File: src/design/knn_defs.svh
`ifndef KNN_DEFS_SVH
`define KNN_DEFS_SVH

// patch geometry
`define KNN_DATA_WIDTH      11
`define KNN_PATCH_SIZE      5
`define KNN_IDX_WIDTH       9      // index into the source image

// leaf storage
`define KNN_LEAF_SIZE       8
`define KNN_NUM_LEAVES      64
`define KNN_LEAF_ADDRW      6
`define KNN_SLOT_WIDTH      3

// results
`define KNN_K               4
`define KNN_DIST_WIDTH      25     // 5 squared 11-bit differences
`define KNN_RESULT_DEPTH    4

`endif

File: src/design/knn_pkg.sv
`include "knn_defs.svh"

package knn_pkg;

    typedef logic [`KNN_DATA_WIDTH-1:0] elem_t;
    typedef elem_t [`KNN_PATCH_SIZE-1:0] patch_t;
    typedef logic [`KNN_IDX_WIDTH-1:0] idx_t;
    typedef logic [`KNN_LEAF_ADDRW-1:0] leaf_addr_t;
    typedef logic [`KNN_SLOT_WIDTH-1:0] slot_t;
    typedef logic [`KNN_DIST_WIDTH-1:0] dist_t;

    // whole-leaf views, slot 0 in the low bits
    typedef patch_t [`KNN_LEAF_SIZE-1:0] leaf_patches_t;
    typedef idx_t [`KNN_LEAF_SIZE-1:0] leaf_idx_t;
    typedef dist_t [`KNN_LEAF_SIZE-1:0] cand_dist_t;
    typedef idx_t [`KNN_LEAF_SIZE-1:0] cand_idx_t;

    // entry 0 is the nearest
    typedef dist_t [`KNN_K-1:0] dist_list_t;
    typedef idx_t [`KNN_K-1:0] idx_list_t;

endpackage

File: src/design/result_queue.sv
`timescale 1ns/1ps
`include "knn_defs.svh"

module result_queue import knn_pkg::*; (
    input  logic       clk,
    input  logic       reset,
    input  logic       last_issued,
    input  logic       sort_valid,
    input  dist_list_t best_dists,
    input  idx_list_t  best_idxs,
    input  logic       result_ready,
    output logic       room,
    output logic       result_valid,
    output dist_list_t result_dist,
    output idx_list_t  result_idx
);

    localparam int PTR_W = $clog2(`KNN_RESULT_DEPTH);
    localparam int CNT_W = $clog2(`KNN_RESULT_DEPTH + 1);

    dist_list_t       dist_mem [`KNN_RESULT_DEPTH];
    idx_list_t        idx_mem  [`KNN_RESULT_DEPTH];
    logic [PTR_W-1:0] wr_ptr;
    logic [PTR_W-1:0] rd_ptr;
    logic [CNT_W-1:0] count;   // stored entries
    logic [CNT_W-1:0] used;    // reserved plus stored
    logic             empty;
    logic             push;
    logic             pop;

    assign empty = (count == '0);
    // empty queue passes a fresh result straight to the port
    assign push  = sort_valid && !(empty && result_ready);
    assign pop   = result_ready && !empty;

    assign result_valid = !empty || sort_valid;
    assign result_dist  = empty ? best_dists : dist_mem[rd_ptr];
    assign result_idx   = empty ? best_idxs : idx_mem[rd_ptr];
    assign room         = used < CNT_W'(`KNN_RESULT_DEPTH);

    always_ff @(posedge clk) begin
        if (reset) begin
            wr_ptr <= '0;
            rd_ptr <= '0;
            count  <= '0;
            used   <= '0;
        end else begin
            wr_ptr <= wr_ptr + PTR_W'(push);
            rd_ptr <= rd_ptr + PTR_W'(pop);
            count  <= count + CNT_W'(push) - CNT_W'(pop);
            used   <= used + CNT_W'(last_issued) - CNT_W'(result_valid && result_ready);
        end
    end

    always_ff @(posedge clk) begin
        if (push) begin
            dist_mem[wr_ptr] <= best_dists;
            idx_mem[wr_ptr]  <= best_idxs;
        end
    end

endmodule

File: config.mk
export PLATFORM = sky130hd
export DESIGN_NAME = result_queue
export DESIGN_NICKNAME = d
export VERILOG_FILES = /design/src/design/knn_pkg.sv /design/src/design/result_queue.sv
export VERILOG_INCLUDE_DIRS = /design/src /design/src/design
export SDC_FILE = /design/constraint.sdc
export NUM_CORES = 1
export LEC_CHECK = 0
export BUFFER_PORTS_ARGS = -buffer_cell sky130_fd_sc_hd__buf_4
export CORE_MARGIN = 2
export CORE_UTILIZATION = 62
export CTS_CLUSTER_SIZE = 8
export DETAILED_ROUTE_END_ITERATION = 6
export GPL_TIMING_DRIVEN = 0
export PLACE_DENSITY = 0.85
export SETUP_SLACK_MARGIN = 0.05
export SYNTH_ARGS = -nofsm -noshare
export SYNTH_HDL_FRONTEND = slang
export SYNTH_SLANG_ARGS = --single-unit
export TNS_END_PERCENT = 30
File: constraint.sdc
create_clock -name clk -period 38.9 [get_ports clk]
set_clock_uncertainty 0.05 [all_clocks]
set_input_delay 3.89 -clock clk [delete_from_list [all_inputs] [get_ports clk]]
set_output_delay 3.89 -clock clk [all_outputs]
set_load 0.03 [all_outputs]
; ---- Word-level counts from Yosys, hierarchy flattened
; Memory sizes are Yosys's and may differ from the RTL's. A register that Yosys moved wholly into a read port is not among the register bits.
; Index checks and enable logic that the tools add are counted.
[classes]
n_addsub = 6
reduce_logical = 8
mux = 6
n_lt_le_gt_ge = 1
[op_table]
columns = op, count
row1 = $mux 100, 1
row2 = $mux 36, 1
row3 = $add 3x1->3, 2
row4 = $sub 3x1->3, 2
row5 = $add 2x1->2, 2
row6 = $logic_and 1x1->1, 4
row7 = $mux 2, 2
row8 = $logic_not 3->1, 1
row9 = $lt 3x3->1 const B, 1
row10 = $logic_not 1->1, 2
row11 = $mux 1, 2
row12 = $logic_or 1x1->1, 1
[word_totals]
out_inout_bits = 138
regBits = 10
mem_count = 2
elab_cells = 27
ram_bits = 544
[mem_list]
columns = name, words, width, rd, rd_ports_with_merged_regs, wr, line_no
row1 = dist_mem, 4, 100, 1, 1, 1, result_queue.sv:21  ; dist_list_t dist_mem [`KNN_RESULT_DEPTH];
row2 = idx_mem, 4, 36, 1, 1, 1, result_queue.sv:22  ; idx_list_t idx_mem [`KNN_RESULT_DEPTH];

; ---- Longest topological paths before layout
[logic_depth]
ltp_word = 6
ltp_mapped = 11
mapped_depth_nobuf = 10

; ---- Worst setup path after synthesis
; Ideal clock, no wire load.
[synth_path]
kind = in2reg
start = input result_ready
end = memory dist_mem[2][0] (netlist bit) (enable)
n_path_buf = 0
path_slack_ns = 24.054
stages = 3
arrival_ns = 13.970
cell_sequence = inv_1 -> o21ai_1 -> nor3b_1
[synth_between]
elab_chain_cells = 5
[synth_lines]
columns = item, line_no
row1 = from (decl), result_queue.sv:11  ; input logic result_ready,
row2 = $logic_and 1x1->1, result_queue.sv:33  ; assign push = sort_valid && !(empty && result_ready);
row3 = $logic_not 1->1, result_queue.sv:33
row4 = $logic_and 1x1->1, result_queue.sv:33
row5 = $mux 1, result_queue.sv:56  ; if (push) begin
row6 = $mux 1 (implied by the code), result_queue.sv:57  ; dist_mem[wr_ptr] <= best_dists;
row7 = to (decl), result_queue.sv:21
; No other way between the ends.

==> impl_metrics.toml <==
[floorplanning]
floorplan.die.height_um = 192
die_width_um = 192
pin_count = 279
fp.dieArea_um2 = 36800
fp.coreArea_um2 = 34600
initial_utilization_pct = 63.2
placementRows = 68

[logic_synthesis]
ys_warnings = 0
asyncSetResetFlopFracSynth_pct = 0
dominantRegCellSynth = "sky130_fd_sc_hd__edfxtp_1"
ys_top_cells_by_count = "sky130_fd_sc_hd__edfxtp_1, sky130_fd_sc_hd__nand2_1, sky130_fd_sc_hd__mux4_2"
synth_sequential_area_ratio_pct = 75.5
synthesis.nets = 1351
synth.top_cells.by_area = "sky130_fd_sc_hd__edfxtp_1, sky130_fd_sc_hd__mux4_2, sky130_fd_sc_hd__nand2_1"
postSynthCellCount = 1204
post-synth-top-area-cell = "sky130_fd_sc_hd__edfxtp_1"
netlist_area_um2 = 21900
synth_top_area_share_pct = 74.6
yosysUniqueCellTypes = 27
synth.most_common_cell = "sky130_fd_sc_hd__edfxtp_1"
mean_instance_size_in_the_synthesized_netlist_um2 = 18.2
synth-edff-count = 544
post_synthesis_register_bit_count = 554

[cells_and_area]
n_antenna_cell = 0
post_layout_net_count = 1758
fillers = 1752
layout-drive-gt1-share_pct = 36.0
area.growth.synth_to_final_pct = 24.4

[clock_network]
postCtsSetupRepairBufs = 0
cts_tree = "built"
cts_resized = 0
clk_latency_ns = 0.58
hold_buffer_count_at_cts = 0
clkSinkCount = 554
cts_inserted_buffers = 79
ctsLongestPathBuffers = 3
cts.clk_slew.worst_paths_ns = 0.05
cts-htree-levels = 3
cts_root_buf = "sky130_fd_sc_hd__clkbuf_16"

[global_route]
met1_usage_pct = 36.1
grt_use_met2_pct = 46.5
pin_count_of_the_biggest_net_entering_global_routing = 58
gr-max-usage-layer = "met2"
grt_pass1_vias = 13350
antenna_violations_before_repair = 1
global_route_wire_length_before_repair_um = 76300
global_route.overflow_total = 0
grt_usage_pct = 28.3
groute.layer.met3.usage_pct = 8.46

[hold_path]
origin_of_the_worst_min_delay_path = "used[1]$_SDFF_PP0_"
hp-class = "reg2reg"
min_delay_path_depth = 2

[timing]
max_clock_freq_ghz = 0.120
hold_viol = 0
tightest_slew_ns = 0.977
rsz0062_at_grt = "no"
final.period_utilization_pct = 21.4
setup-violations-final = 0
slew_viol_final = 0
final_critical_period_ns = 8.33
timing.max_slew.rel_slack_pct = 34.5
fin_setup_tns_ns = 0

[setup_path]
critPathArrivalTime_ns = 4.39
cp-startpoint = "best_dists[64]"
crit-reg2reg-launch = "count[2]$_SDFF_PP0_"
worst-path-max-fanout = 5
path_class = "in2out"
timing.reg2reg.worst_path_depth = 11
worstSetupEndpointType = "primary output"
critical_path_required_ns = 34.96
crit_path_start_kind = "input port"

[power]
finalPower_w = 0.00205
power_density_nw_per_um2 = 75.1
worst_ir_drop_vdd_mv = 0.0613
power.static_leakage_nw = 10.0

[flow_run]
max-cap-violations = 0

[detailed_routing]
routedWlPerCell_um = 24.4
drtPass1Iterations = 5
via_count = 12445
ant_nets = 0
detail_route.drc_violations = 0
routed_wl_um = 50700
first_iter_violations = 994
detail_route.vias_per_cell = 5.99

[place]
number_of_i_o_port_buffers = 277
gp_congestion = 0.748
dp_hpwl_um = 32200

[status]
run_status = "completed"
-- layout by cell type, fill, tap and decap left out, types with 3 or more instances in the layout --
| master | n |
|---|---|
| sky130_fd_sc_hd__nor2b_1 | 4 |
| sky130_fd_sc_hd__clkbuf_1 | 27 |
| sky130_fd_sc_hd__buf_1 | 10 |
| sky130_fd_sc_hd__nand2_1 | 409 |
| sky130_fd_sc_hd__buf_4 | 280 |
| sky130_fd_sc_hd__inv_1 | 7 |
| sky130_fd_sc_hd__inv_6 | 4 |
| sky130_fd_sc_hd__dfxtp_1 | 10 |
| sky130_fd_sc_hd__edfxtp_1 | 544 |
| sky130_fd_sc_hd__xnor2_1 | 4 |
| sky130_fd_sc_hd__clkbuf_16 | 81 |
| sky130_fd_sc_hd__ha_1 | 4 |
| sky130_fd_sc_hd__buf_2 | 16 |
| sky130_fd_sc_hd__mux4_2 | 136 |
| sky130_fd_sc_hd__buf_12 | 11 |
| sky130_fd_sc_hd__nor2_1 | 6 |
| sky130_fd_sc_hd__buf_6 | 48 |
| sky130_fd_sc_hd__xor2_1 | 3 |
-- layer usage --
| metal | routed length, µm | vias to the layer above |
|---|---|---|
| li1 | - | 5376 |
| met1 | 18600 | 6266 |
| met2 | 25300 | 683 |
| met3 | 5080 | 118 |
| met4 | 1620 | 2 |
| met5 | 9 | - |
-- path summary, 6_finish.rpt --
check                        to  slack (ns)
max             result_dist[64]       30.57
max reg2reg  used[2]$_SDFF_PP0_       36.02
min          used[2]$_SDFF_PP0_        0.52
min reg2reg  used[2]$_SDFF_PP0_        0.52
-- through the flow --
stage	area (µm²)	util, %	worst slack (ns)	hold slack [ns]	instances
detailed placement	25200	72.6	30.59	0.498	1985
global route	27200	78.7	30.55	0.556	2078
CTS	27200	78.7	30.58	0.525	2078
finish	27200	78.7	30.57	0.520	2078
global placement	24600	70.9	16.34	0.493	1936
floorplan	21900	-	24.05	0.474	1204
-- area by class of cell --
class                      count  area, µm²  share of cell area [%]
buffer                        62        465                    1.71
multi-input combinational    580       4890                    17.9
clock inverter                 5       43.8                   0.161
inverter                       8       30.0                   0.110
clock buffer                  88       2050                    7.54
sequential                   554      16500                    60.7
tap                          455        569                    2.09
timing repair buffer         326       2660                    9.76
-- cells by family after synthesis --
kind of cell | after synthesis | share of synthesized area, %
DFF | 554 | 75.5
and+or+nand+nor | 426 | 7.42
muxes | 136 | 14.0
buffers and inverters | 70 | 2.26
xor gates and xnor gates | 7 | 0.280
adders and majority gates | 6 | 0.411
AOI/OAI and AO/OA | 5 | 0.143
-- worst max-delay path: stages --
cell and delay, ns:
sky130_fd_sc_hd__buf_4 0.13, sky130_fd_sc_hd__nand2_1 0.05, sky130_fd_sc_hd__nand2_1 0.13, sky130_fd_sc_hd__buf_4 0.18
-- sequential cells by signal, indices dropped and copies added, names as in the netlist --
| signal | flops |
|---|---|
| dist_mem | 400 |
| idx_mem | 144 |
| count | 3 |
| used | 3 |
| rd_ptr | 2 |
| wr_ptr | 2 |
-- power breakdown --
part | leakage [nW] | switching, W | internal, W | total, W
Clock | 1.03 | 0.000230 | 0.000367 | 0.000597
Sequential | 5.05 | 0.0000140 | 0.000713 | 0.000727
Combinational | 3.95 | 0.000450 | 0.000273 | 0.000723
Total | 10.0 | 0.000694 | 0.00135 | 0.00205
(Power assumes the default switching activity.)
