## src/design/knn_defs.svh

```systemverilog
`ifndef KNN_DEFS_SVH
`define KNN_DEFS_SVH

// patch geometry
`define KNN_DATA_WIDTH      11
`define KNN_PATCH_SIZE      5
`define KNN_IDX_WIDTH       9      // index into the source image

// leaf storage
`define KNN_LEAF_SIZE       8
`define KNN_NUM_LEAVES      64
`define KNN_LEAF_ADDRW      6
`define KNN_SLOT_WIDTH      3

// results
`define KNN_K               4
`define KNN_DIST_WIDTH      25     // 5 squared 11-bit differences
`define KNN_RESULT_DEPTH    4

`endif

```

## src/design/knn_pkg.sv

```systemverilog
`include "knn_defs.svh"

package knn_pkg;

    typedef logic [`KNN_DATA_WIDTH-1:0] elem_t;
    typedef elem_t [`KNN_PATCH_SIZE-1:0] patch_t;
    typedef logic [`KNN_IDX_WIDTH-1:0] idx_t;
    typedef logic [`KNN_LEAF_ADDRW-1:0] leaf_addr_t;
    typedef logic [`KNN_SLOT_WIDTH-1:0] slot_t;
    typedef logic [`KNN_DIST_WIDTH-1:0] dist_t;

    // whole-leaf views, slot 0 in the low bits
    typedef patch_t [`KNN_LEAF_SIZE-1:0] leaf_patches_t;
    typedef idx_t [`KNN_LEAF_SIZE-1:0] leaf_idx_t;
    typedef dist_t [`KNN_LEAF_SIZE-1:0] cand_dist_t;
    typedef idx_t [`KNN_LEAF_SIZE-1:0] cand_idx_t;

    // entry 0 is the nearest
    typedef dist_t [`KNN_K-1:0] dist_list_t;
    typedef idx_t [`KNN_K-1:0] idx_list_t;

endpackage

```

## src/design/bitonic_sorter.sv

```systemverilog
`timescale 1ns/1ps
`include "knn_defs.svh"

module bitonic_sorter import knn_pkg::*; (
    input  logic       clk,
    input  logic       reset,
    input  logic       min_valid,
    input  cand_dist_t min_dists,
    input  cand_idx_t  min_idxs,
    output logic       sort_valid,
    output dist_list_t best_dists,
    output idx_list_t  best_idxs
);

    // key is distance then slot, so every key is unique
    localparam int KEY_W = `KNN_DIST_WIDTH + `KNN_SLOT_WIDTH;
    localparam int ENT_W = KEY_W + `KNN_IDX_WIDTH;

    logic             st1_valid;
    logic             st2_valid;
    logic [ENT_W-1:0] st1_d [`KNN_LEAF_SIZE];
    logic [ENT_W-1:0] st1_q [`KNN_LEAF_SIZE];
    logic [ENT_W-1:0] st2_d [`KNN_K];
    logic [ENT_W-1:0] st2_q [`KNN_K];
    logic [ENT_W-1:0] st3_d [`KNN_K];
    logic [ENT_W-1:0] st3_q [`KNN_K];

    function automatic logic [2*ENT_W-1:0] order(logic [ENT_W-1:0] a, logic [ENT_W-1:0] b,
                                                  logic up);
        logic a_first;
        a_first = (a[ENT_W-1 -: KEY_W] < b[ENT_W-1 -: KEY_W]) == up;
        return a_first ? {a, b} : {b, a};
    endfunction

    // stage 1: sort each half of four, low half up, high half down
    always_comb begin
        for (int i = 0; i < `KNN_LEAF_SIZE; i++) begin
            st1_d[i] = {min_dists[i], slot_t'(i), min_idxs[i]};
        end
        for (int g = 0; g < 2; g++) begin
            {st1_d[4*g], st1_d[4*g+1]}   = order(st1_d[4*g], st1_d[4*g+1], g == 0);
            {st1_d[4*g+2], st1_d[4*g+3]} = order(st1_d[4*g+2], st1_d[4*g+3], g != 0);
            {st1_d[4*g], st1_d[4*g+2]}   = order(st1_d[4*g], st1_d[4*g+2], g == 0);
            {st1_d[4*g+1], st1_d[4*g+3]} = order(st1_d[4*g+1], st1_d[4*g+3], g == 0);
            {st1_d[4*g], st1_d[4*g+1]}   = order(st1_d[4*g], st1_d[4*g+1], g == 0);
            {st1_d[4*g+2], st1_d[4*g+3]} = order(st1_d[4*g+2], st1_d[4*g+3], g == 0);
        end
    end

    // stage 2: half cleaner keeps the lower four, still bitonic
    always_comb begin
        for (int i = 0; i < `KNN_K; i++) begin
            if (st1_q[i][ENT_W-1 -: KEY_W] < st1_q[i+4][ENT_W-1 -: KEY_W]) begin
                st2_d[i] = st1_q[i];
            end else begin
                st2_d[i] = st1_q[i+4];
            end
        end
    end

    // stage 3: bitonic merge of four into ascending order
    always_comb begin
        for (int i = 0; i < `KNN_K; i++) begin
            st3_d[i] = st2_q[i];
        end
        {st3_d[0], st3_d[2]} = order(st3_d[0], st3_d[2], 1'b1);
        {st3_d[1], st3_d[3]} = order(st3_d[1], st3_d[3], 1'b1);
        {st3_d[0], st3_d[1]} = order(st3_d[0], st3_d[1], 1'b1);
        {st3_d[2], st3_d[3]} = order(st3_d[2], st3_d[3], 1'b1);
    end

    always_ff @(posedge clk) begin
        if (reset) begin
            st1_valid  <= 1'b0;
            st2_valid  <= 1'b0;
            sort_valid <= 1'b0;
        end else begin
            st1_valid  <= min_valid;
            st2_valid  <= st1_valid;
            sort_valid <= st2_valid;
        end
        st1_q <= st1_d;
        st2_q <= st2_d;
        st3_q <= st3_d;
    end

    always_comb begin
        for (int k = 0; k < `KNN_K; k++) begin
            best_dists[k] = st3_q[k][ENT_W-1 -: `KNN_DIST_WIDTH];
            best_idxs[k]  = st3_q[k][`KNN_IDX_WIDTH-1:0];
        end
    end

endmodule

```

## config.mk

```make
export PLATFORM = sky130hd
export DESIGN_NAME = bitonic_sorter
export DESIGN_NICKNAME = d
export VERILOG_FILES = /design/src/design/knn_pkg.sv /design/src/design/bitonic_sorter.sv
export VERILOG_INCLUDE_DIRS = /design/src /design/src/design
export SDC_FILE = /design/constraint.sdc
export NUM_CORES = 2
export LEC_CHECK = 0
export ABC_AREA = 1
export BUFFER_PORTS_ARGS = -buffer_cell sky130_fd_sc_hd__buf_4
export CORE_UTILIZATION = 35
export CTS_CLUSTER_SIZE = 40
export DETAILED_ROUTE_END_ITERATION = 10
export PLACE_DENSITY_LB_ADDON = 0.1
export RECOVER_POWER = 50
export REMOVE_ABC_BUFFERS = 1
export SYNTH_ARGS = -nofsm -noshare
export SYNTH_HDL_FRONTEND = slang
export SYNTH_SLANG_ARGS = --single-unit
export TNS_END_PERCENT = 1
```

## constraint.sdc

```tcl
create_clock -name clk -period 13.9 [get_ports clk]
set_input_delay 2.78 -clock clk [delete_from_list [all_inputs] [get_ports clk]]
set_output_delay 2.78 -clock clk [all_outputs]
set_load 0.02 [all_outputs]
```

==> Yosys cells after proc, flatten, opt, wreduce, memory -nomap -nowiden <==
Cells that the tools add are included.
{ "op_classes": {"magnitude_cmp": 20, "muxes": 20} }
{ "ops": {"columns": ["operator", "n"], "rows": [
  ["$mux 74", 16],
  ["$lt 28x28->1", 20],
  ["$mux 37", 4]
]} }
{ "word_totals": {"out_inout_bits": 137, "reg_bits": 595} }

==> Logic depth before layout (Yosys ltp) <==
{ "depth": {"depth_word": 6, "depth_mapped": 43, "mapped_depth_nobuf": 37} }

==> Worst setup path before layout <==
No wires, ideal clock.
{ "synth_path": {"path_kind": "input port to flip-flop", "from": "input port min_dists[99] (netlist name)", "to": "register st1_q[148] (netlist name)", "cell_stages": 37, "setup_ps": 59, "n_path_buf": 6, "setup_slack_ps": 5627, "arrival_time_ps": 8214, "required_time_ps": 13841, "path_cell_list": "inv_1 > ha_1 > nand2_1 > nor2_1 > nand4_1 > nor2_1 > nand2_1 > nand3_4 > buf_6 > clkbuf_1 > clkbuf_1 > nand2_1 > o21ai_0 > ha_1 > nand2_1 > inv_1 > o21ai_0 > nand2_1 > a221oi_1 > o21ai_0 > a21oi_2 > nand2_1 > buf_4 > clkbuf_1 > o21ai_0 > inv_1 > ha_1 > a21oi_1 > o21ai_0 > nand3_1 > a21oi_1 > a211oi_1 > nor2_1 > a211oi_2 > clkbuf_1 > nand3_1 > nand2_1"} }
{ "synth_rtl": {"columns": ["element", "line_no", "rtl"], "rows": [
  ["start: declaration", "bitonic_sorter.sv:8", "input cand_dist_t min_dists,"],
  ["end signal: assignment", "bitonic_sorter.sv:82", "st1_q <= st1_d;"],
  ["end: declaration", "bitonic_sorter.sv:22", "logic [ENT_W-1:0] st1_q [`KNN_LEAF_SIZE];"]
]} }

==> impl_metrics.tcl <==
set metrics [dict create \
    run_status "finished, violations left" \
    violations "capacitance limit, slew limit" \
    worstReg2RegEnd "best_dists[30]$_DFF_P_" \
    cp_common_cell "a21oi_1" \
    critical_path_class "reg2reg" \
    initial_core_util 0.355 \
    die_h_um 335 \
    ys_seq_area_frac 0.296 \
    cts_buffers 68 \
    clkTransAtPathRegs_ps 70 \
    slew_headroom -1.64 \
    grt_max_degree 112 \
    drc_errors 0 \
    utilization 0.408 \
    hpwlAfterDp_um 119000 \
    grt_pass1_wl_um 219000 \
    setup_ws_ps 2640 \
    port_buffers 411 \
    cp_num_cells 21 \
    clockRootBuffer "clkbuf_16" \
    synthesis.area_sq_um 38900 \
    h-tree-depth 3 \
    maxSlewViolCount 586 \
    syn_avg_cell_area_sq_um 6.58 \
    synth_ff_type "dfxtp_1" \
    tightest_slew_ps 3960 \
    path_cells "inv_1 > ha_1 > nand2_1 > o21ai_0 > a21oi_1 > nand2_1 > a21oi_1 > o41ai_2 > clkbuf_1 > clkbuf_1 > a21oi_1 > ha_1 > a21oi_1 > nor2_1 > a211oi_1 > o221ai_1 > a21oi_2 > clkbuf_1 > nand2_4 > clkbuf_2 > o21ai_0" \
    syn_to_final_growth_pct 15.0 \
    critPathCaptureType "flop" \
    layoutNonFillerInstCount 7670 \
    grt-ovfl-total 0 \
    cts_tree "yes" \
    cp-startpoint "st2_q[53]$_DFF_P_" \
    nFillCells 11748 \
    insertion_delay_ps 640 \
    drive_above_1_share 0.0762 \
    hold_violations 0 \
    grt_pass1_vias 34841 \
    setup_viol 0 \
    wl_per_cell_um 19.5 \
    rr_startpoint "st2_q[53]$_DFF_P_" \
    gp_congestion 0.930 \
    synthCells 5916 \
    hold_path_class "reg2reg" \
    numClockSinks 575 \
    cp-endpoint "best_dists[30]$_DFF_P_" \
    tns_ps 0 \
    cts_hold_buffers 0 \
    fp.dieArea_sq_um 113000 \
    drv_cap 10 \
    max_freq_mhz 88.8 \
    antenna_found_initial 12 \
    postRouteAntennaNets 0 \
    die_w_um 335 \
    critPathTopFamily "buffers and inverters" \
    dp.cells 7547 \
    num_io_pins 412 \
    cpPeakStageDelay_ps 2850 \
    crit_arrival_ps 11700 \
    synth_cell_types 47 \
    synth_edf_count 0 \
    period_needed_ps 11260 \
    final_cell_mix "1,863 x nand2_1, 772 x o21ai_0, 716 x inv_1" \
    path_max_fanout 111 \
    async_flop_share 0 \
    rows 121 \
    cts_buffer_depth 3 \
    vias_per_cell 5.02 \
    first_pass_iters 6 \
    fin_worst_skew_ps 40.7 \
    post-route-period-util 0.810 \
    crit_buf_inv 5 \
    cpMaxStageDelayCell "clkbuf_1" \
    cp.required_ps 14350 \
    ys_ff_latch 575 \
    routed_wl_um 149000 \
    dpl_worst_slack_ps 2330 \
    rsz0062_at_grt "no" \
    grt_use_total 0.260 \
    yosysWarnings 0 \
    core_area_sq_um 110000 \
    layout_commonest_cell "nand2_1" \
    cts.repair.resized 0 \
    startpoint_type "flop" \
    nets 6908 \
    vias 38510 \
    regToRegSetupSlack_ps 2640 \
    reg2reg_depth 21 \
    cts_setup_buffers 0 \
    drt_iter0_drc 2859 \
]
## tightest hold or removal path, stage by stage, from the launching register on
cell and delay, ps:
dfxtp_1 290, inv_1 40, nor2_1 30
## routing by layer
layer  share of wire  GRT usage  vias up
li1                -          -    19693
met5        0.000074          0        -
met4           0.027     0.0749        2
met1            0.46      0.351    17524
met3           0.053     0.0243      182
met2            0.46      0.437     1109
## worst min path at each step
| stage | cells past startpoint | from | end |
|---|---|---|---|
| global placement | 2 | st2_valid$_SDFF_PP0_ | sort_valid$_SDFF_PP0_ |
| floorplan | 2 | st2_valid$_SDFF_PP0_ | sort_valid$_SDFF_PP0_ |
| global route | 2 | st1_valid$_SDFF_PP0_ | st2_valid$_SDFF_PP0_ |
| CTS | 2 | st2_valid$_SDFF_PP0_ | sort_valid$_SDFF_PP0_ |
| detailed placement | 2 | st2_valid$_SDFF_PP0_ | sort_valid$_SDFF_PP0_ |
| finish | 2 | st2_valid$_SDFF_PP0_ | sort_valid$_SDFF_PP0_ |
## cell type report
| cell class | instances | area (sq um) | share of cell area |
|---|---|---|---|
| tap | 1476 | 1850 | 0.0413 |
| inverter | 727 | 2730 | 0.0610 |
| timing repair buffer | 449 | 2820 | 0.0631 |
| antenna | 2 | 5.00 | 0.000112 |
| clock inverter | 36 | 603 | 0.0135 |
| multi-input combinational | 4320 | 23300 | 0.522 |
| clock buffer | 85 | 1890 | 0.0422 |
| sequential | 575 | 11500 | 0.257 |
## flip-flops by register name, indices dropped and copies added, names as in the netlist
register	cells
st2_q	148
sort_valid	1
st1_valid	1
best_dists	100
best_idxs	36
st2_valid	1
st1_q	288
## synth_stat cells (4+ instances only)
cell / count / area share
nand2_1: 1867 / 0.18
o21ai_0: 772 / 0.099
inv_1: 720 / 0.069
dfxtp_1: 575 / 0.30
ha_1: 492 / 0.16
nand3_1: 395 / 0.051
a21oi_1: 321 / 0.041
nor2_1: 217 / 0.021
clkbuf_1: 201 / 0.019
buf_2: 50 / 0.0064
nand4_1: 44 / 0.0071
a211oi_1: 34 / 0.0066
buf_6: 34 / 0.0098
o21ai_1: 32 / 0.0041
nor3_1: 25 / 0.0032
o21a_1: 22 / 0.0042
o221ai_1: 21 / 0.0047
a21o_1: 12 / 0.0023
buf_1: 8 / 0.00077
nand2_2: 8 / 0.0013
nor4_1: 8 / 0.0013
inv_2: 5 / 0.00048
nand2_4: 5 / 0.0014
o221a_2: 5 / 0.0014
a211o_1: 4 / 0.00090
a21oi_2: 4 / 0.00090
and2_1: 4 / 0.00064
nor3b_1: 4 / 0.00077
## stage by stage
stage          hold slack (ps)  area [sq um]
2_1_floorplan              388         37500
3_3_place_gp               395         42900
3_5_place_dp               397         42900
4_1_cts                    406         45400
5_1_grt                    420         44800
6_report                   404         44800
## logic make-up (layout without fill, tap and decap cells)
family / count (synthesis) / in the layout / synth area share
buffers and inverters: 1021 / 1297 / 0.107
other: 0 / 2 / 0
AO/OA/AOI/OAI: 1241 / 1241 / 0.169
AND/OR/NAND/NOR: 2587 / 2587 / 0.270
adder cells (fa/ha/maj): 492 / 492 / 0.158
flip-flops: 575 / 575 / 0.296
Power is left out: the tool's default activity adds up to more than one toggle a clock period on the data nets, which glitch-free logic cannot reach.
