--- config.mk ---
export PLATFORM = sky130hd
export DESIGN_NAME = leaf_mem_arbiter
export DESIGN_NICKNAME = d
export VERILOG_FILES = /design/src/design/knn_pkg.sv /design/src/design/leaf_mem_arbiter.sv
export VERILOG_INCLUDE_DIRS = /design/src /design/src/design
export SDC_FILE = /design/constraint.sdc
export NUM_CORES = 1
export LEC_CHECK = 0
export ABC_AREA = 0
export CORE_MARGIN = 10
export CORE_UTILIZATION = 35
export CTS_CLUSTER_SIZE = 24
export DETAILED_ROUTE_END_ITERATION = 8
export DONT_BUFFER_PORTS = 1
export HOLD_SLACK_MARGIN = 0.05
export MAX_ROUTING_LAYER = met4
export PLACE_DENSITY = 0.51
export REMOVE_ABC_BUFFERS = 1
export SYNTH_ARGS = -nofsm -noshare
export SYNTH_HDL_FRONTEND = slang
export SYNTH_SLANG_ARGS = --single-unit
--- constraint.sdc ---
create_clock -name clk -period 1.35 [get_ports clk]
set_input_delay 0.0675 -clock clk [delete_from_list [all_inputs] [get_ports clk]]
set_output_delay 0.0675 -clock clk [all_outputs]
set_load 0.1 [all_outputs]
--- src/design/knn_defs.svh ---
`ifndef KNN_DEFS_SVH
`define KNN_DEFS_SVH

// patch geometry
`define KNN_DATA_WIDTH      11
`define KNN_PATCH_SIZE      5
`define KNN_IDX_WIDTH       9      // index into the source image

// leaf storage
`define KNN_LEAF_SIZE       8
`define KNN_NUM_LEAVES      64
`define KNN_LEAF_ADDRW      6
`define KNN_SLOT_WIDTH      3

// results
`define KNN_K               4
`define KNN_DIST_WIDTH      25     // 5 squared 11-bit differences
`define KNN_RESULT_DEPTH    4

`endif

--- src/design/knn_pkg.sv ---
`include "knn_defs.svh"

package knn_pkg;

    typedef logic [`KNN_DATA_WIDTH-1:0] elem_t;
    typedef elem_t [`KNN_PATCH_SIZE-1:0] patch_t;
    typedef logic [`KNN_IDX_WIDTH-1:0] idx_t;
    typedef logic [`KNN_LEAF_ADDRW-1:0] leaf_addr_t;
    typedef logic [`KNN_SLOT_WIDTH-1:0] slot_t;
    typedef logic [`KNN_DIST_WIDTH-1:0] dist_t;

    // whole-leaf views, slot 0 in the low bits
    typedef patch_t [`KNN_LEAF_SIZE-1:0] leaf_patches_t;
    typedef idx_t [`KNN_LEAF_SIZE-1:0] leaf_idx_t;
    typedef dist_t [`KNN_LEAF_SIZE-1:0] cand_dist_t;
    typedef idx_t [`KNN_LEAF_SIZE-1:0] cand_idx_t;

    // entry 0 is the nearest
    typedef dist_t [`KNN_K-1:0] dist_list_t;
    typedef idx_t [`KNN_K-1:0] idx_list_t;

endpackage

--- src/design/leaf_mem_arbiter.sv ---
`timescale 1ns/1ps

module leaf_mem_arbiter import knn_pkg::*; (
    input  logic       clk,
    input  logic       reset,
    input  logic       load_valid,
    input  leaf_addr_t load_leaf,
    input  slot_t      load_slot,
    input  patch_t     load_patch,
    input  idx_t       load_idx,
    input  logic       fetch_req,
    input  leaf_addr_t fetch_leaf,
    output logic       load_ready,
    output logic       fetch_gnt,
    output logic       mem_en,
    output logic       mem_we,
    output leaf_addr_t mem_addr,
    output slot_t      mem_wslot,
    output patch_t     mem_wpatch,
    output idx_t       mem_widx
);

    logic last_was_load;   // who got the port last time

    // fetch wins a conflict only if load was served last
    assign fetch_gnt  = fetch_req && (!load_valid || last_was_load);
    assign load_ready = load_valid && !fetch_gnt;

    always_ff @(posedge clk) begin
        if (reset) begin
            last_was_load <= 1'b0;
        end else if (fetch_gnt) begin
            last_was_load <= 1'b0;
        end else if (load_ready) begin
            last_was_load <= 1'b1;
        end
    end

    assign mem_en     = fetch_gnt || load_ready;
    assign mem_we     = load_ready;
    assign mem_addr   = fetch_gnt ? fetch_leaf : load_leaf;
    assign mem_wslot  = load_slot;
    assign mem_wpatch = load_patch;
    assign mem_widx   = load_idx;

endmodule

* Yosys cells after proc, flatten, opt, wreduce, memory -nomap -nowiden *
Index checks and enable logic that the tools add are counted.

word-level totals
  flip-flop bits (word level) = 1
  input bits = 83
  output and inout bits = 77
  word-level logic and storage cells = 9

operators by class
  muxes and demuxes = 1
  reductions and logical operators = 7

operator list
  kind                 number
  $mux W6              1
  $logic_and A1 B1 Y1  2
  $logic_not A1 Y1     2
  $logic_or A1 B1 Y1   2
  $reduce_or A2 Y1     1

* Depth between registers and ports, before layout *
Gate-level depths: netlist of the first run.

  word-level depth = 6
  gate-level depth with buffers = 3
  gate-level depth less buffers = 3

* Least setup slack after synthesis of the first run *
OpenSTA, ideal clock, no wires.

  path kind = register to output
  from = register last_was_load
  to = output mem_we
  arrival time = 2.355 ns
  data required time = 1.283 ns
  setup slack = -1.073 ns
  stages on the path, launching flop included = 3
  buffers on the path = 1
  cells stage by stage = dfxtp_1 a21oi_1 buf_4

between the ends
  word-level cells in the longest chain between the ends = 4

RTL lines
  element                 line                    source
  from (decl)             leaf_mem_arbiter.sv:23  logic last_was_load;
  from (signal assigned)  leaf_mem_arbiter.sv:31  last_was_load <= 1'b0;
  from (signal assigned)  leaf_mem_arbiter.sv:33  last_was_load <= 1'b0;
  from (signal assigned)  leaf_mem_arbiter.sv:35  last_was_load <= 1'b1;
  $logic_or A1 B1 Y1      leaf_mem_arbiter.sv:26  assign fetch_gnt = fetch_req && (!load_valid || last_was_load);
  $logic_and A1 B1 Y1     leaf_mem_arbiter.sv:26
  $logic_not A1 Y1        leaf_mem_arbiter.sv:27  assign load_ready = load_valid && !fetch_gnt;
  $logic_and A1 B1 Y1     leaf_mem_arbiter.sv:27
  to (decl)               leaf_mem_arbiter.sv:16  output logic mem_we,

Every way passes these cells.

* Final worst setup path of the first run *
  from = register last_was_load
  to = output mem_addr[3]

between the ends
  word-level cells in the longest chain between the ends = 3

RTL lines
  element              line                    source
  $logic_or A1 B1 Y1   leaf_mem_arbiter.sv:26
  $logic_and A1 B1 Y1  leaf_mem_arbiter.sv:26
  $mux W6              leaf_mem_arbiter.sv:41  assign mem_addr = fetch_gnt ? fetch_leaf : load_leaf;
  to (decl)            leaf_mem_arbiter.sv:17  output leaf_addr_t mem_addr,

Every way passes these cells.

==> results.yml, run 1 <==
yosys:
  synth_seq_cells: 1
  yosysWarnings: 0
  netlist_area_um2: 644
  seq_area_frac_synth_pct: 3.11
  syn_inst: 82
  synth_area_per_cell_um2: 7.86
  synthDistinctLibCells: 9
sta:
  timing.hold.ws_ns: 0.136
  post-route-period-util_pct: 89.6
  finalSetupTns_ns: 0
  finalSetupViolations: 0
  rsz0062_at_grt: "no"
  fmax_mhz: 827
  relSlewSlack_pct: 65.8
  hold_viol_final: 0
  skew_ns: 0
  drv_slew: 0
  fin_ws_ns: 0.140
  tightest_slew_ns: 0.516
  period_minus_slack_ns: 1.21
cells_and_area:
  design_area_um2: 344
  final_cell_mix: "8 x buf_12, 6 x mux2_2, 2 x inv_1"
  top_register: "last_was_load"
  final_nets: 108
  mostFrequentLayoutCell: "buf_12"
  diodes: 0
  drive_gt1_share_pct: 78.3
  area_delta_synth_final_pct: -46.6
  top_regs: "last_was_load: 1 flops"
  largest_reg_flops: 1
critical_path:
  r2r_start: "last_was_load$_SDFFE_PP0P_"
  crit_fanout: 7
  r2r_cells: 3
  path_class: "flop to output pin"
  r2r_slack_ns: 0.51
  r2r_end: "last_was_load$_SDFFE_PP0P_"
  critPathRequiredTime_ns: 1.28
  crit_arrival_ns: 1.14
  cp-start-kind: "flop"
  end_kind: "output pin"
placement:
  gp_congestion: 1.10
  dpl_cell_area_um2: 344
  port_buffers: 0
  dp_slack_ns: 0.132
detailed_routing:
  wl_per_cell_um: 123
  drt_first_pass_iters: 4
  top_layer: "met4"
  num_vias: 296
  ant_nets: 0
  routed_via_density: 6.17
  dr.first_iter.drc_count: 23
  wl_met1_um: 514
  met3_length_um: 1990
  wl_um: 5920
  met2WireLength_um: 3420
  post-route-drc-count: 0
pwr:
  max-vdd-ir-drop_v: 0.000347
  report.power.total_w: 0.000349
  leakage_nw: 0.137
  power_density_nw_per_um2: 1010
hold_path:
  hp-class: "input pin to output pin"
  hold_depth: 0
  min_to: "mem_wpatch[14]"
  holdCritStartpoint: "load_patch[14]"
global_route:
  track_usage_pct: 28.3
  grt_pass1_wl_um: 6730
  grt_pass1_vias: 311
  grt-ovfl-total: 0
  antenna_found_initial: 0
  grt_max_degree: 8
floorplan:
  die_h_um: 62.9
  die-width_um: 62.9
  dieArea_um2: 3960
  start_util_pct: 36.9
  placementRows: 15
  pin_count: 160
  core-area_um2: 1750
outcome:
  status: "finished, final reports clean"
cts:
  post_cts_resized: 0
  cts_setup_buffers: 0
  path_clk_slew_ns: 0
  worstSkewPairLatency_ns: 0
  cts_hold_buf: 0
flow_run:
  max-cap-violations: 0
how the worst max path moves through the flow:
stage	startpoint	end	slack, ns	depth (start not counted)
2_1_floorplan	last_was_load$_SDFFE_PP0P_	load_ready	-1.92	1
3_3_place_gp	last_was_load$_SDFFE_PP0P_	mem_addr[3]	0.16	3
3_5_place_dp	last_was_load$_SDFFE_PP0P_	mem_addr[3]	0.13	3
4_1_cts	last_was_load$_SDFFE_PP0P_	mem_addr[3]	0.13	3
5_1_grt	last_was_load$_SDFFE_PP0P_	mem_addr[4]	0.09	3
6_report	last_was_load$_SDFFE_PP0P_	mem_addr[3]	0.14	3
critical path, stage by stage (launching register included):
cell and delay [ns]:
dfxtp_1 0.31, o21ai_4 0.26, mux2_2 0.40, buf_12 0.17
metal layers:
layer / global-route usage (%) / up-vias
li1: - / 68
met1: 6.71 / 93
met2: 55.8 / 131
met3: 47.0 / 4
met4: 0 / 0
met5: - / -
metrics by stage:
| stage | cells | utilization, % |
|---|---|---|
| 2_1_floorplan | 14 | - |
| 3_3_place_gp | 48 | 19.7 |
| 3_5_place_dp | 48 | 19.7 |
| 4_1_cts | 48 | 19.7 |
| 5_1_grt | 48 | 19.7 |
| 6_report | 48 | 19.7 |
power breakdown:
group	leakage (nW)	switching (W)	internal (W)	total [W]
clock	0	0	0	0
sequential	0.00835	0.00000241	0.0000326	0.0000350
combinational	0.128	0.000212	0.000101	0.000314
cell usage after synthesis (all sizes together):
master / n / area share, %
o21ai: 1 / 2.5
nor2: 1 / 0.58
dfxtp: 1 / 3.1
inv: 2 / 1.2
or2: 1 / 0.97
buf: 68 / 79
a211oi: 1 / 1.2
a21oi: 1 / 0.78
mux2: 6 / 10
cells by family after synthesis:
family,count (synthesis),share of synthesized area [%]
mux,6,10.5
compound gates,3,4.47
simple gates,2,1.55
flops,1,3.11
buf+inv,70,80.4
cell type report:
class	instances	area, µm²
tap	25	31.3
fill	190	1400
multi-input combinational	11	118
timing repair buffer	9	168
inverter	2	7.51
sequential	1	20.0
Note: power is estimated with default switching activity, not from simulation.
==> run 2: changes to the inputs <==
PLACE_DENSITY = 0.53   (was 0.51)
clock period = 1.1 ns   (was 1.35 ns; I/O delays follow)
==> run 2 against run 1 <==
Net effect: the flow now finishes with violations (setup timing); register-to-register slack worse by 0.20 ns; sequential share of layout area shrank 0.73 points; final cell count grew 8.3%; sequential cell count did not move; critical path depth up 1; first-iteration DRC count decreased by 61%; utilization rose by 4.2 points; hold slack got worse by 0.025 ns; global-route usage down 0.82 points; combinational power rose by 36%; critical path type unchanged; critical endpoint is now mem_addr[0]; largest power group unchanged.
==> results.yml, run 2 (synthesis gave the netlist of run 1 again) <==
critical_path:
  r2r_cells: 3
  crit_fanout: 4
  cp-start-kind: "flop"
  crit_arrival_ns: 1.13
  r2r_end: "last_was_load$_SDFFE_PP0P_"
  critPathRequiredTime_ns: 1.04
  crit_path_start: "last_was_load$_SDFFE_PP0P_"
  r2r_start: "last_was_load$_SDFFE_PP0P_"
  path_class: "flop to output pin"
  end_kind: "output pin"
  r2r_slack_ns: 0.31
global_route:
  antenna_found_initial: 0
  grt_max_degree: 8
  track_usage_pct: 27.5
  grt_pass1_wl_um: 6600
  grt-ovfl-total: 0
  grt_pass1_vias: 318
cells_and_area:
  final_cell_mix: "9 x buf_12, 6 x mux2_4, 2 x inv_1, 2 x buf_4, 2 x buf_6"
  diodes: 0
  largest_reg_flops: 1
  final_nets: 112
  top_register: "last_was_load"
  top_regs: "last_was_load: 1 flops"
  fillers: 189
  drive_gt1_share_pct: 85.2
  fin_util_pct: 23.9
  multi_input_area_um2: 140
  area_delta_synth_final_pct: -35.1
  mostFrequentLayoutCell: "buf_12"
  seq_area_um2: 21.3
pwr:
  power_density_nw_per_um2: 1130
  max-vdd-ir-drop_v: 0.000470
  report.power.total_w: 0.000471
  leakage_nw: 0.191
sta:
  fmax_mhz: 844
  period_minus_slack_ns: 1.18
  post-route-period-util_pct: 108
  rsz0062_at_grt: "yes"
  relSlewSlack_pct: 65.4
  timing.hold.ws_ns: 0.111
  finalSetupViolations: 6
  tightest_slew_ns: 0.521
  drv_slew: 0
  skew_ns: 0
  fin_ws_ns: -0.0848
  hold_viol_final: 0
detailed_routing:
  post-route-drc-count: 0
  num_vias: 318
  dr.first_iter.drc_count: 9
  wl_um: 5790
  routed_via_density: 6.12
  wl_per_cell_um: 111
  ant_nets: 0
  drt_first_pass_iters: 4
outcome:
  status: "finished, violations left"
  violations: "setup timing"
hold_path:
  hold_depth: 0
  holdCritStartpoint: "load_patch[21]"
  min_to: "mem_wpatch[21]"
  hp-class: "input pin to output pin"
floorplan:
  die-width_um: 62.9
  pin_count: 160
  core-area_um2: 1750
  start_util_pct: 36.9
  die_h_um: 62.9
  dieArea_um2: 3960
  placementRows: 15
cts:
  worstSkewPairLatency_ns: 0
  cts_hold_buf: 0
  path_clk_slew_ns: 0
flow_run:
  max-cap-violations: 0
placement:
  port_buffers: 0
  gp_congestion: 1.07
  hpwlAfterDp_um: 5700
## run 2: cell types whose count changed in the layout (fill, tap and decap cells not counted), sizes merged
cell / before / now
buf: 9 / 13
## run 2: routing by layer
metal	up-vias	part of all wire (%)	track usage [%]
met2	132	56	52.7
met3	6	35	47.7
li1	77	-	-
met4	0	0.97	1.40
met1	103	8.6	6.11
met5	-	0	-
## run 2: how the worst max path moves through the flow
stage / endpoint / cells past startpoint
floorplan: load_ready / 1
global placement: mem_addr[1] / 3
detailed placement: mem_addr[0] / 3
CTS: mem_addr[0] / 3
global route: mem_addr[5] / 4
finish: mem_addr[0] / 4
## run 2: layout make-up
class                   count  share of cell area, %
multi-input cells          11                   33.5
well taps                  25                   7.49
inverters                   2                   1.80
repair buffers             13                   52.1
flip-flops and latches      1                   5.09
## run 2: power by group
| part | switching, W | internal [W] |
|---|---|---|
| Combinational | 0.000269 | 0.000158 |
| Clock | 0 | 0 |
| Sequential | 0.00000307 | 0.0000407 |
| Total | 0.000272 | 0.000199 |
## run 2: timing repair
item / 4_1_cts / 5_1_grt
pin swaps: 1 / 1
buffers inserted: 1 / 2
endpoints found under the setup margin: 6 / 6
gates cloned: 0 / 0
resized for setup: 0 / 9
## run 2: critical path: stages, from the launching register on
cell,delay (ns)
dfxtp_2,0.31
o21ai_4,0.18
buf_6,0.15
mux2_4,0.31
buf_12,0.17
## run 2: through the flow
stage          worst slack, ns  TNS (ns)  cell area [µm²]  std cells
2_1_floorplan            -2.16     -4.93              134         14
3_5_place_dp            -0.125    -0.728              364         49
6_report               -0.0848    -0.442              418         52
5_1_grt                 -0.122    -0.643              418         52
4_1_cts                -0.0866    -0.498              372         50
3_3_place_gp           -0.0854    -0.505              364         49
