[src/design/knn_defs.svh]
`ifndef KNN_DEFS_SVH
`define KNN_DEFS_SVH

// patch geometry
`define KNN_DATA_WIDTH      11
`define KNN_PATCH_SIZE      5
`define KNN_IDX_WIDTH       9      // index into the source image

// leaf storage
`define KNN_LEAF_SIZE       8
`define KNN_NUM_LEAVES      64
`define KNN_LEAF_ADDRW      6
`define KNN_SLOT_WIDTH      3

// results
`define KNN_K               4
`define KNN_DIST_WIDTH      25     // 5 squared 11-bit differences
`define KNN_RESULT_DEPTH    4

`endif

[src/design/knn_pkg.sv]
`include "knn_defs.svh"

package knn_pkg;

    typedef logic [`KNN_DATA_WIDTH-1:0] elem_t;
    typedef elem_t [`KNN_PATCH_SIZE-1:0] patch_t;
    typedef logic [`KNN_IDX_WIDTH-1:0] idx_t;
    typedef logic [`KNN_LEAF_ADDRW-1:0] leaf_addr_t;
    typedef logic [`KNN_SLOT_WIDTH-1:0] slot_t;
    typedef logic [`KNN_DIST_WIDTH-1:0] dist_t;

    // whole-leaf views, slot 0 in the low bits
    typedef patch_t [`KNN_LEAF_SIZE-1:0] leaf_patches_t;
    typedef idx_t [`KNN_LEAF_SIZE-1:0] leaf_idx_t;
    typedef dist_t [`KNN_LEAF_SIZE-1:0] cand_dist_t;
    typedef idx_t [`KNN_LEAF_SIZE-1:0] cand_idx_t;

    // entry 0 is the nearest
    typedef dist_t [`KNN_K-1:0] dist_list_t;
    typedef idx_t [`KNN_K-1:0] idx_list_t;

endpackage

[src/design/running_min.sv]
`timescale 1ns/1ps
`include "knn_defs.svh"

module running_min import knn_pkg::*; (
    input  logic       clk,
    input  logic       reset,
    input  logic       dist_valid,
    input  logic       dist_first,
    input  logic       dist_last,
    input  cand_dist_t dists,
    input  cand_idx_t  idxs,
    output logic       min_valid,
    output cand_dist_t min_dists,
    output cand_idx_t  min_idxs
);

    // one pulse per query, on its final leaf
    always_ff @(posedge clk) begin
        if (reset) begin
            min_valid <= 1'b0;
        end else begin
            min_valid <= dist_valid && dist_last;
        end
    end

    always_ff @(posedge clk) begin
        if (dist_valid) begin
            for (int s = 0; s < `KNN_LEAF_SIZE; s++) begin
                if (dist_first) begin
                    min_dists[s] <= dists[s];  // restart
                    min_idxs[s]  <= idxs[s];
                end else if (dists[s] < min_dists[s]) begin
                    // strict compare keeps the earlier leaf on ties
                    min_dists[s] <= dists[s];
                    min_idxs[s]  <= idxs[s];
                end
            end
        end
    end

endmodule

[config.mk]
export PLATFORM = sky130hd
export DESIGN_NAME = running_min
export DESIGN_NICKNAME = d
export VERILOG_FILES = /design/src/design/knn_pkg.sv /design/src/design/running_min.sv
export VERILOG_INCLUDE_DIRS = /design/src /design/src/design
export SDC_FILE = /design/constraint.sdc
export NUM_CORES = 1
export LEC_CHECK = 0
export BUFFER_PORTS_ARGS = -buffer_cell sky130_fd_sc_hd__buf_2
export CAP_MARGIN = 10
export CORE_AREA = 2 2 215 217
export DETAILED_ROUTE_END_ITERATION = 7
export DIE_AREA = 0 0 217 219
export PLACE_DENSITY_LB_ADDON = 0.25
export SKIP_LAST_GASP = 1
export SLEW_MARGIN = 20
export SYNTH_ARGS = -nofsm -noshare
export SYNTH_HDL_FRONTEND = slang
export SYNTH_SLANG_ARGS = --single-unit
[constraint.sdc]
create_clock -name clk -period 4.3 [get_ports clk]
set_clock_uncertainty 0.2 [all_clocks]
set_input_delay 0.645 -clock clk [delete_from_list [all_inputs] [get_ports clk]]
set_output_delay 0.645 -clock clk [all_outputs]
set_load 0.01 [all_outputs]
Word level (Yosys, flattened, before mapping)

Index checks and enable logic that the tools add are counted.

Add/sub/neg operators: 0
$mul: 0
Divide/modulo/power cells: 0
Magnitude comparators: 8
Equal/unequal tests: 0
Shift operators: 0
Mux-type cells: 32
Bitwise operators: 0
Reductions and logical operators: 17

Operators with widths:

| kind                | number |
|---|---|
| two-way mux 25 bit  | 16 |
| < comparator 25 bit | 8 |
| two-way mux 9 bit   | 16 |
| AND reduction 2 bit | 8 |
| nonzero test 2 bit  | 8 |
| logical AND 1 bit   | 1 |

Flip-flop bits (word level): 273
Bits in latches: 0
Memory bits (writable): 0
Bits in read-only memories: 0
Memories: 0

Logic depth before layout (Yosys ltp)

Gate-level depths: netlist of the first run.

Depth in word-level cells: 3
Depth in mapped cells: 7

Worst setup path before layout of the first run

OpenSTA, ideal clock, no wires.

Kind: input port to flip-flop
From: input dists[72] in the netlist's numbering
To: register min_dists[50] in the netlist's numbering (enable)
Library setup time: 0.472 ns
Data arrival time: 3.991 ns
Required time: 3.628 ns
Setup slack: -0.364 ns
Cell stages on the path: 6
Path buffers: 0
Cell sequence: ha_1 > a211oi_1 > nor2_1 > nor3b_1 > o2111ai_1 > o21ai_0

Longest elaborated chain between the ends: 3

Ends and longest elaborated chain:

| what                                 | RTL line          | text |
|---|---|---|
| start, declared                      | running_min.sv:10 | `input cand_dist_t dists,` |
| < comparator 25 bit                  | running_min.sv:32 | `end else if (dists[s] < min_dists[s]) begin` |
| nonzero test 2 bit (no source line)  | --                |  |
| AND reduction 2 bit (no source line) | --                |  |
| end signal, assigned by index        | running_min.sv:30 | `min_dists[s] <= dists[s];` |
| end signal, assigned by index        | running_min.sv:34 | `min_dists[s] <= dists[s];` |
| end, declared                        | running_min.sv:13 | `output cand_dist_t min_dists,` |

No other way between the ends.
A chain may end at the register's enable or synchronous reset.

Worst setup path in the final report of the first run

From: register min_dists[127] in the netlist's numbering
To: register min_dists[140] in the netlist's numbering (enable)

Longest elaborated chain between the ends: 3

Ends and longest elaborated chain:

| what                                 | RTL line |
|---|---|
| < comparator 25 bit                  | running_min.sv:32 |
| nonzero test 2 bit (no source line)  | -- |
| AND reduction 2 bit (no source line) | -- |

No other way between the ends.

==> results_dict.tcl, run 1 <==
set metrics [dict create \
    status "completed" \
    setup_viol 0 \
    postRouteAntennaNets 0 \
    cts_sinks 273 \
    worstMarginPinSlew_ns 0.6731 \
    hpwl_mm 31.51 \
    grt_pass1_vias 9787 \
    synth_seq_cells 273 \
    arrival_ns 3.01 \
    finalCritPeriodShare_pct 70.31 \
    ctsResizeCount 0 \
    nNetsFinal 2022 \
    worstSetupEndpointType "flip-flop" \
    startpoint "min_dists[127]$_DFFE_PP_" \
    vdd_drop_max_v 0.0003191 \
    synthCells 958 \
    dieArea_um2 47520 \
    synth_edf_count 272 \
    postCtsHoldBufs 0 \
    cts_tree "done" \
    syn_area_um2 13010 \
    crit_slowest_cell "a2111oi_1" \
    rsz0062_at_grt "no" \
    ys_warn_count 0 \
    cp_max_fo 28 \
    antenna_found_initial 8 \
    critPathMaxStageDelay_ns 0.51 \
    fillers 4412 \
    path_cells "inv_1 > ha_1 > a21o_1 > a31oi_1 > o21ai_1 > a2111oi_1 > o211a_1 > buf_4" \
    wl_per_cell_um 17.85 \
    fmax_mhz 330.7 \
    overflow 0 \
    synth_top_area_cell "edfxtp_1" \
    synth_most_common_cell "edfxtp_1" \
    synth_top_area_share_pct 62.76 \
    numCtsBuffers 34 \
    setup_tns_ns 0 \
    critPathLaunchType "flip-flop" \
    initial_utilization_pct 28.87 \
    whs_ns 0.06457 \
    post_cts_buffers 0 \
    clkSlewWorstSetupHoldPaths_ns 0.06 \
    cts_max_path_buffers 3 \
    grt_max_degree 29 \
    grt_pass1_wl_mm 57.06 \
    seq_area_um2 8188 \
    fin_crit_ns 3.023 \
    synth_common_cells "edfxtp_1 (272), inv_1 (193), ha_1 (192)" \
    die_width_um 217 \
    hold_violations 0 \
    ys_seq_area_share_pct 62.91 \
    routabilityCongestion 0.8406 \
    timing.rr.start "min_dists[127]$_DFFE_PP_" \
    drtIter0Drc 437 \
    p_leak_nw 8.517 \
    core-area_um2 45090 \
    setup_slack_ns 1.277 \
    drv_slew 0 \
    min_path_type "in2reg" \
    dieHeight_um 219 \
    viasPerCell 4.405 \
    root_buffer "clkbuf_16" \
    dp_slack_ns 0.8615 \
    multiInputGateArea_um2 4161 \
    grtUsageTotal_pct 15.86 \
    synthTopCellsByArea "edfxtp_1 (63%), ha_1 (18%), inv_1 (5.6%), a21oi_1 (2.7%), nand2_1 (1.3%)" \
    syn2layout_area_growth_pct 37.19 \
    io-pin-count 550 \
    port_buffers 549 \
    crit_type "reg2reg" \
    routed_wl_mm 38.89 \
    syn-num-nets 1427 \
    dr_total_vias 9599 \
    cap_violations 0 \
    async_flop_share_pct 0 \
    drive_gt1_share_pct 39.34 \
    hp-start "reset" \
    firstDrtPassIters 4 \
    ys_types 37 \
    max_slew_margin_pct 55.13 \
    row_count 78 \
    cts_max_level 2 \
    worst_skew_pair.late_latency_ns 0.53 \
    ys.flop_type "edfxtp_1" \
    powerDensity_nw_per_um2 425.7 \
    required_ns 4.29 \
    syn_area_per_cell_um2 13.59 \
    drcViolationCount 0 \
]
-- worst max-delay path, delay by kind of cell (launching register included) --
kind	cells	cell delay, ns
fa+ha+maj	1	0.24
flops	1	0.40
buf+inv	2	0.50
compound gates	5	1.33
-- power by group --
group | leakage (nW) | switching, mW | internal (mW)
logic | 5.31 | 0.751 | 0.519
registers | 2.66 | 0.109 | 3.25
clock network | 0.553 | 1.17 | 1.80
-- cell usage in the layout, fill, tap and decap left out, types with 6 or more instances in the layout --
cell       count
a211oi_1       9
a21o_1        13
a21oi_1       71
a221oi_1       8
buf_2        549
buf_4          8
clkbuf_16     37
edfxtp_1     272
ha_1         192
inv_1        193
nand2_1       46
nand2b_1      14
nand3_1       13
nand4_1       27
nor2_1        15
nor3_1         8
nor4_1         6
o211ai_1      12
o21a_1        10
o21ai_0       17
-- logic make-up (layout without fill, tap and decap cells) --
family                   after synthesis  count (layout)  share of synthesized area (%)
flip-flops                           273             273                          62.91
buffers and inverters                194             812                          5.605
adder cells (fa/ha/maj)              192             192                          18.46
AO/OA/AOI/OAI                        162             162                          7.787
AND/OR/NAND/NOR                      137             137                          5.239
other                                  0               3                              0
-- area by class of cell --
type                       count  area share [%]
clock buffer                  40           5.248
clock inverter                19           1.142
timing repair buffer         560           16.14
multi-input combinational    491           23.31
antenna                        3         0.04204
inverter                     193           4.057
tap                          600           4.204
sequential                   273           45.86
-- final timing paths --
check / end / slack (ns) / cells after the start
hold / removal: min_valid$_SDFF_PP0_ / 0.06 / 2
hold reg to reg: min_dists[66]$_DFFE_PP_ / 0.98 / 6
setup reg to reg: min_dists[140]$_DFFE_PP_ / 1.28 / 8
setup / recovery: min_dists[140]$_DFFE_PP_ / 1.28 / 8
-- through the flow --
stage	cells	utilization, %	cell area (um^2)	total power, mW
after floorplan	958	-	13020	4.048
after global placement	2115	36.93	16650	4.667
after detailed placement	2117	37.05	16710	4.704
after CTS	2176	39.59	17850	7.742
after global routing	2178	39.60	17850	7.991
final	2179	39.60	17860	7.601
-- flip-flops by register name (all words and copies together), names as in the netlist --
register and cells:
min_dists 200, min_idxs 72, min_valid 1
-- layer usage --
layer / vias up / GRT usage, % / routed length, um
met4: 6 / 6.096 / 1197
li1: 4713 / - / -
met1: 4477 / 18.53 / 15690
met5: - / 0 / 38
met3: 67 / 5.239 / 3179
met2: 336 / 26.96 / 18780
Note: power is estimated with default switching activity, not from simulation.
==> inputs of run 2 (changes only) <==
==> constraint.sdc (replaced) <==
create_clock -name clk -period 2.65 [get_ports clk]
set_clock_uncertainty 0.2 [all_clocks]
set_input_delay 0.3975 -clock clk [delete_from_list [all_inputs] [get_ports clk]]
set_output_delay 0.3975 -clock clk [all_outputs]
set_load 0.01 [all_outputs]
==> run 2 against run 1 <==
Largest cell class unchanged. Via count rose by 13%. Die area unchanged. Combinational power rose by 100%. Critical path type is now in2reg.
==> results_dict.tcl, run 2 (same netlist as run 1, synthesis figures left out) <==
set metrics [dict create \
    antenna_cells 0 \
    critPathLaunchType "primary input" \
    p_total_mw 12.71 \
    power_frac_comb_pct 20.4 \
    sw_frac_of_total_pct 26.92 \
    required_ns 2.69 \
    overflow 0 \
    grt_pass1_vias 11536 \
    worstSetupEndpointType "flip-flop" \
    place_area_um2 17040 \
    grt_pass1_wl_mm 62.98 \
    layout_common_cells "buf_2 (549), dlygate4sd3_1 (274), edfxtp_1 (272), inv_1 (193), ha_1 (192)" \
    final_cells 2490 \
    status "completed" \
    clkSlewWorstSetupHoldPaths_ns 0.06 \
    reg_top3 "min_dists: 200 flops, min_idxs: 72 flops, min_valid: 1 flops" \
    root_buffer "clkbuf_16" \
    vdd_drop_max_v 0.0005376 \
    finalCritPeriodShare_pct 97.02 \
    pwr-share-clk_pct 36.8 \
    cts_max_path_buffers 3 \
    io-pin-count 550 \
    fmax_mhz 389.0 \
    grt_max_degree 29 \
    nNetsFinal 2333 \
    final_common_cell "buf_2" \
    fillers 4106 \
    port_buffers 549 \
    dieArea_um2 47520 \
    row_count 78 \
    numCtsBuffers 34 \
    worst_skew_pair.late_latency_ns 0.53 \
    hpwl_mm 32.44 \
    grtUsageTotal_pct 17.22 \
    crit_path_end "min_idxs[30]$_DFFE_PP_" \
    p_int_mw 9.290 \
    top_register "min_dists" \
    reg2reg_to "min_dists[136]$_DFFE_PP_" \
    cp_max_fo 14 \
    drtIter0Drc 430 \
    whs_ns 0.3738 \
    routabilityCongestion 0.8782 \
    crit_type "in2reg" \
    switchingPower_mw 3.422 \
    drcViolationCount 0 \
    antenna_found_initial 2 \
    wl_per_cell_um 17.06 \
    pwr-share-seq_pct 42.8 \
    setup_viol 0 \
    max_slew_margin_pct 61.53 \
    cap_violations 0 \
    regToRegSetupSlack_ns 0.14 \
    r2r_cells 8 \
    initial_utilization_pct 28.87 \
    dr_total_vias 10891 \
    drv_slew 0 \
    postRouteAntennaNets 0 \
    p_leak_nw 9.907 \
    viasPerCell 4.374 \
    hold_violations 0 \
    fin_crit_ns 2.571 \
    worstMarginPinSlew_ns 0.5727 \
    cts_max_level 2 \
    die_width_um 217 \
    design_area_um2 21080 \
    routed_wl_mm 42.48 \
    syn2layout_area_growth_pct 61.94 \
    cts_tree "done" \
    arrival_ns 2.61 \
    drive_gt1_share_pct 35.71 \
    powerDensity_nw_per_um2 603.2 \
    largest_register_ffs 200 \
    startpoint "dists[91]" \
    dp.cells 2149 \
    cts_sinks 273 \
    core-area_um2 45090 \
    min_path_type "in2reg" \
    firstDrtPassIters 5 \
    timing.rr.start "min_dists[127]$_DFFE_PP_" \
    dieHeight_um 219 \
]
## run 2: cell types whose count changed in the layout (fill, tap and decap cells not counted), sizes merged
cell	delta
a31oi	+1
buf	+35
bufinv	-2
clkbuf	+4
clkinv	+5
clkinvlp	-2
diode	-3
dlygate4sd3	+274
inv	-1
## run 2: power groups by stage
stage / clock (mW) / sequential [mW] / combinational, mW
global placement: 0 / 5.52 / 2.18
finish: 4.68 / 5.44 / 2.59
global route: 4.99 / 5.49 / 2.87
CTS: 4.85 / 5.44 / 2.56
floorplan: 0 / 5.72 / 0.854
detailed placement: 0 / 5.53 / 2.21
## run 2: worst min path at each step
stage / from / endpoint / slack [ns] / depth (start not counted)
global placement: reset / min_valid$_SDFF_PP0_ / 0.36 / 2
floorplan: reset / min_valid$_SDFF_PP0_ / 0.27 / 1
CTS: dists[116] / min_dists[116]$_DFFE_PP_ / -0.17 / 1
detailed placement: reset / min_valid$_SDFF_PP0_ / 0.36 / 2
finish: idxs[5] / min_idxs[5]$_DFFE_PP_ / 0.37 / 2
global route: idxs[45] / min_idxs[45]$_DFFE_PP_ / 0.34 / 2
## run 2: area by class of cell
class | instances | area (um^2) | area share, %
sequential | 273 | 8188 | 38.85
inverter | 193 | 724.4 | 3.437
clock buffer | 43 | 968.4 | 4.595
timing repair buffer | 870 | 6023 | 28.58
clock inverter | 19 | 155.1 | 0.7361
multi-input combinational | 492 | 4267 | 20.24
tap | 600 | 750.7 | 3.562
## run 2: repair_timing
action | in CTS | in global routing
setup endpoints to repair | 34 | 231
resized for setup | 1 | 15
cloned | 1 | 1
hold buffers | 273 | 1
pin swaps | 0 | 2
buffers inserted | 0 | 3
hold endpoints to repair | 273 | 1
## run 2: per-stage QoR
step | util, % | setup TNS (ns) | setup slack, ns
global route | 46.74 | -0.5768 | -0.02349
floorplan | - | 0 | 0.006126
finish | 46.74 | 0 | 0.07906
CTS | 46.39 | -0.1210 | -0.008958
detailed placement | 37.79 | -16.17 | -0.4632
global placement | 37.79 | -15.82 | -0.4555
## run 2: per-layer routing
layer	vias up	wire length (um)	global-route usage, %
met3	73	3245	4.976
met4	0	1319	6.621
met1	5121	16580	19.27
met2	363	21340	30.86
met5	-	0	0
li1	5334	-	-
## run 2: critical path: stages
cell	delay, ns
dlygate4sd3_1	0.55
buf_2	0.15
ha_1	0.30
a21oi_1	0.15
o21ai_0	0.15
a221oi_2	0.33
a21oi_2	0.11
a31oi_4	0.25
clkbuf_16	0.23
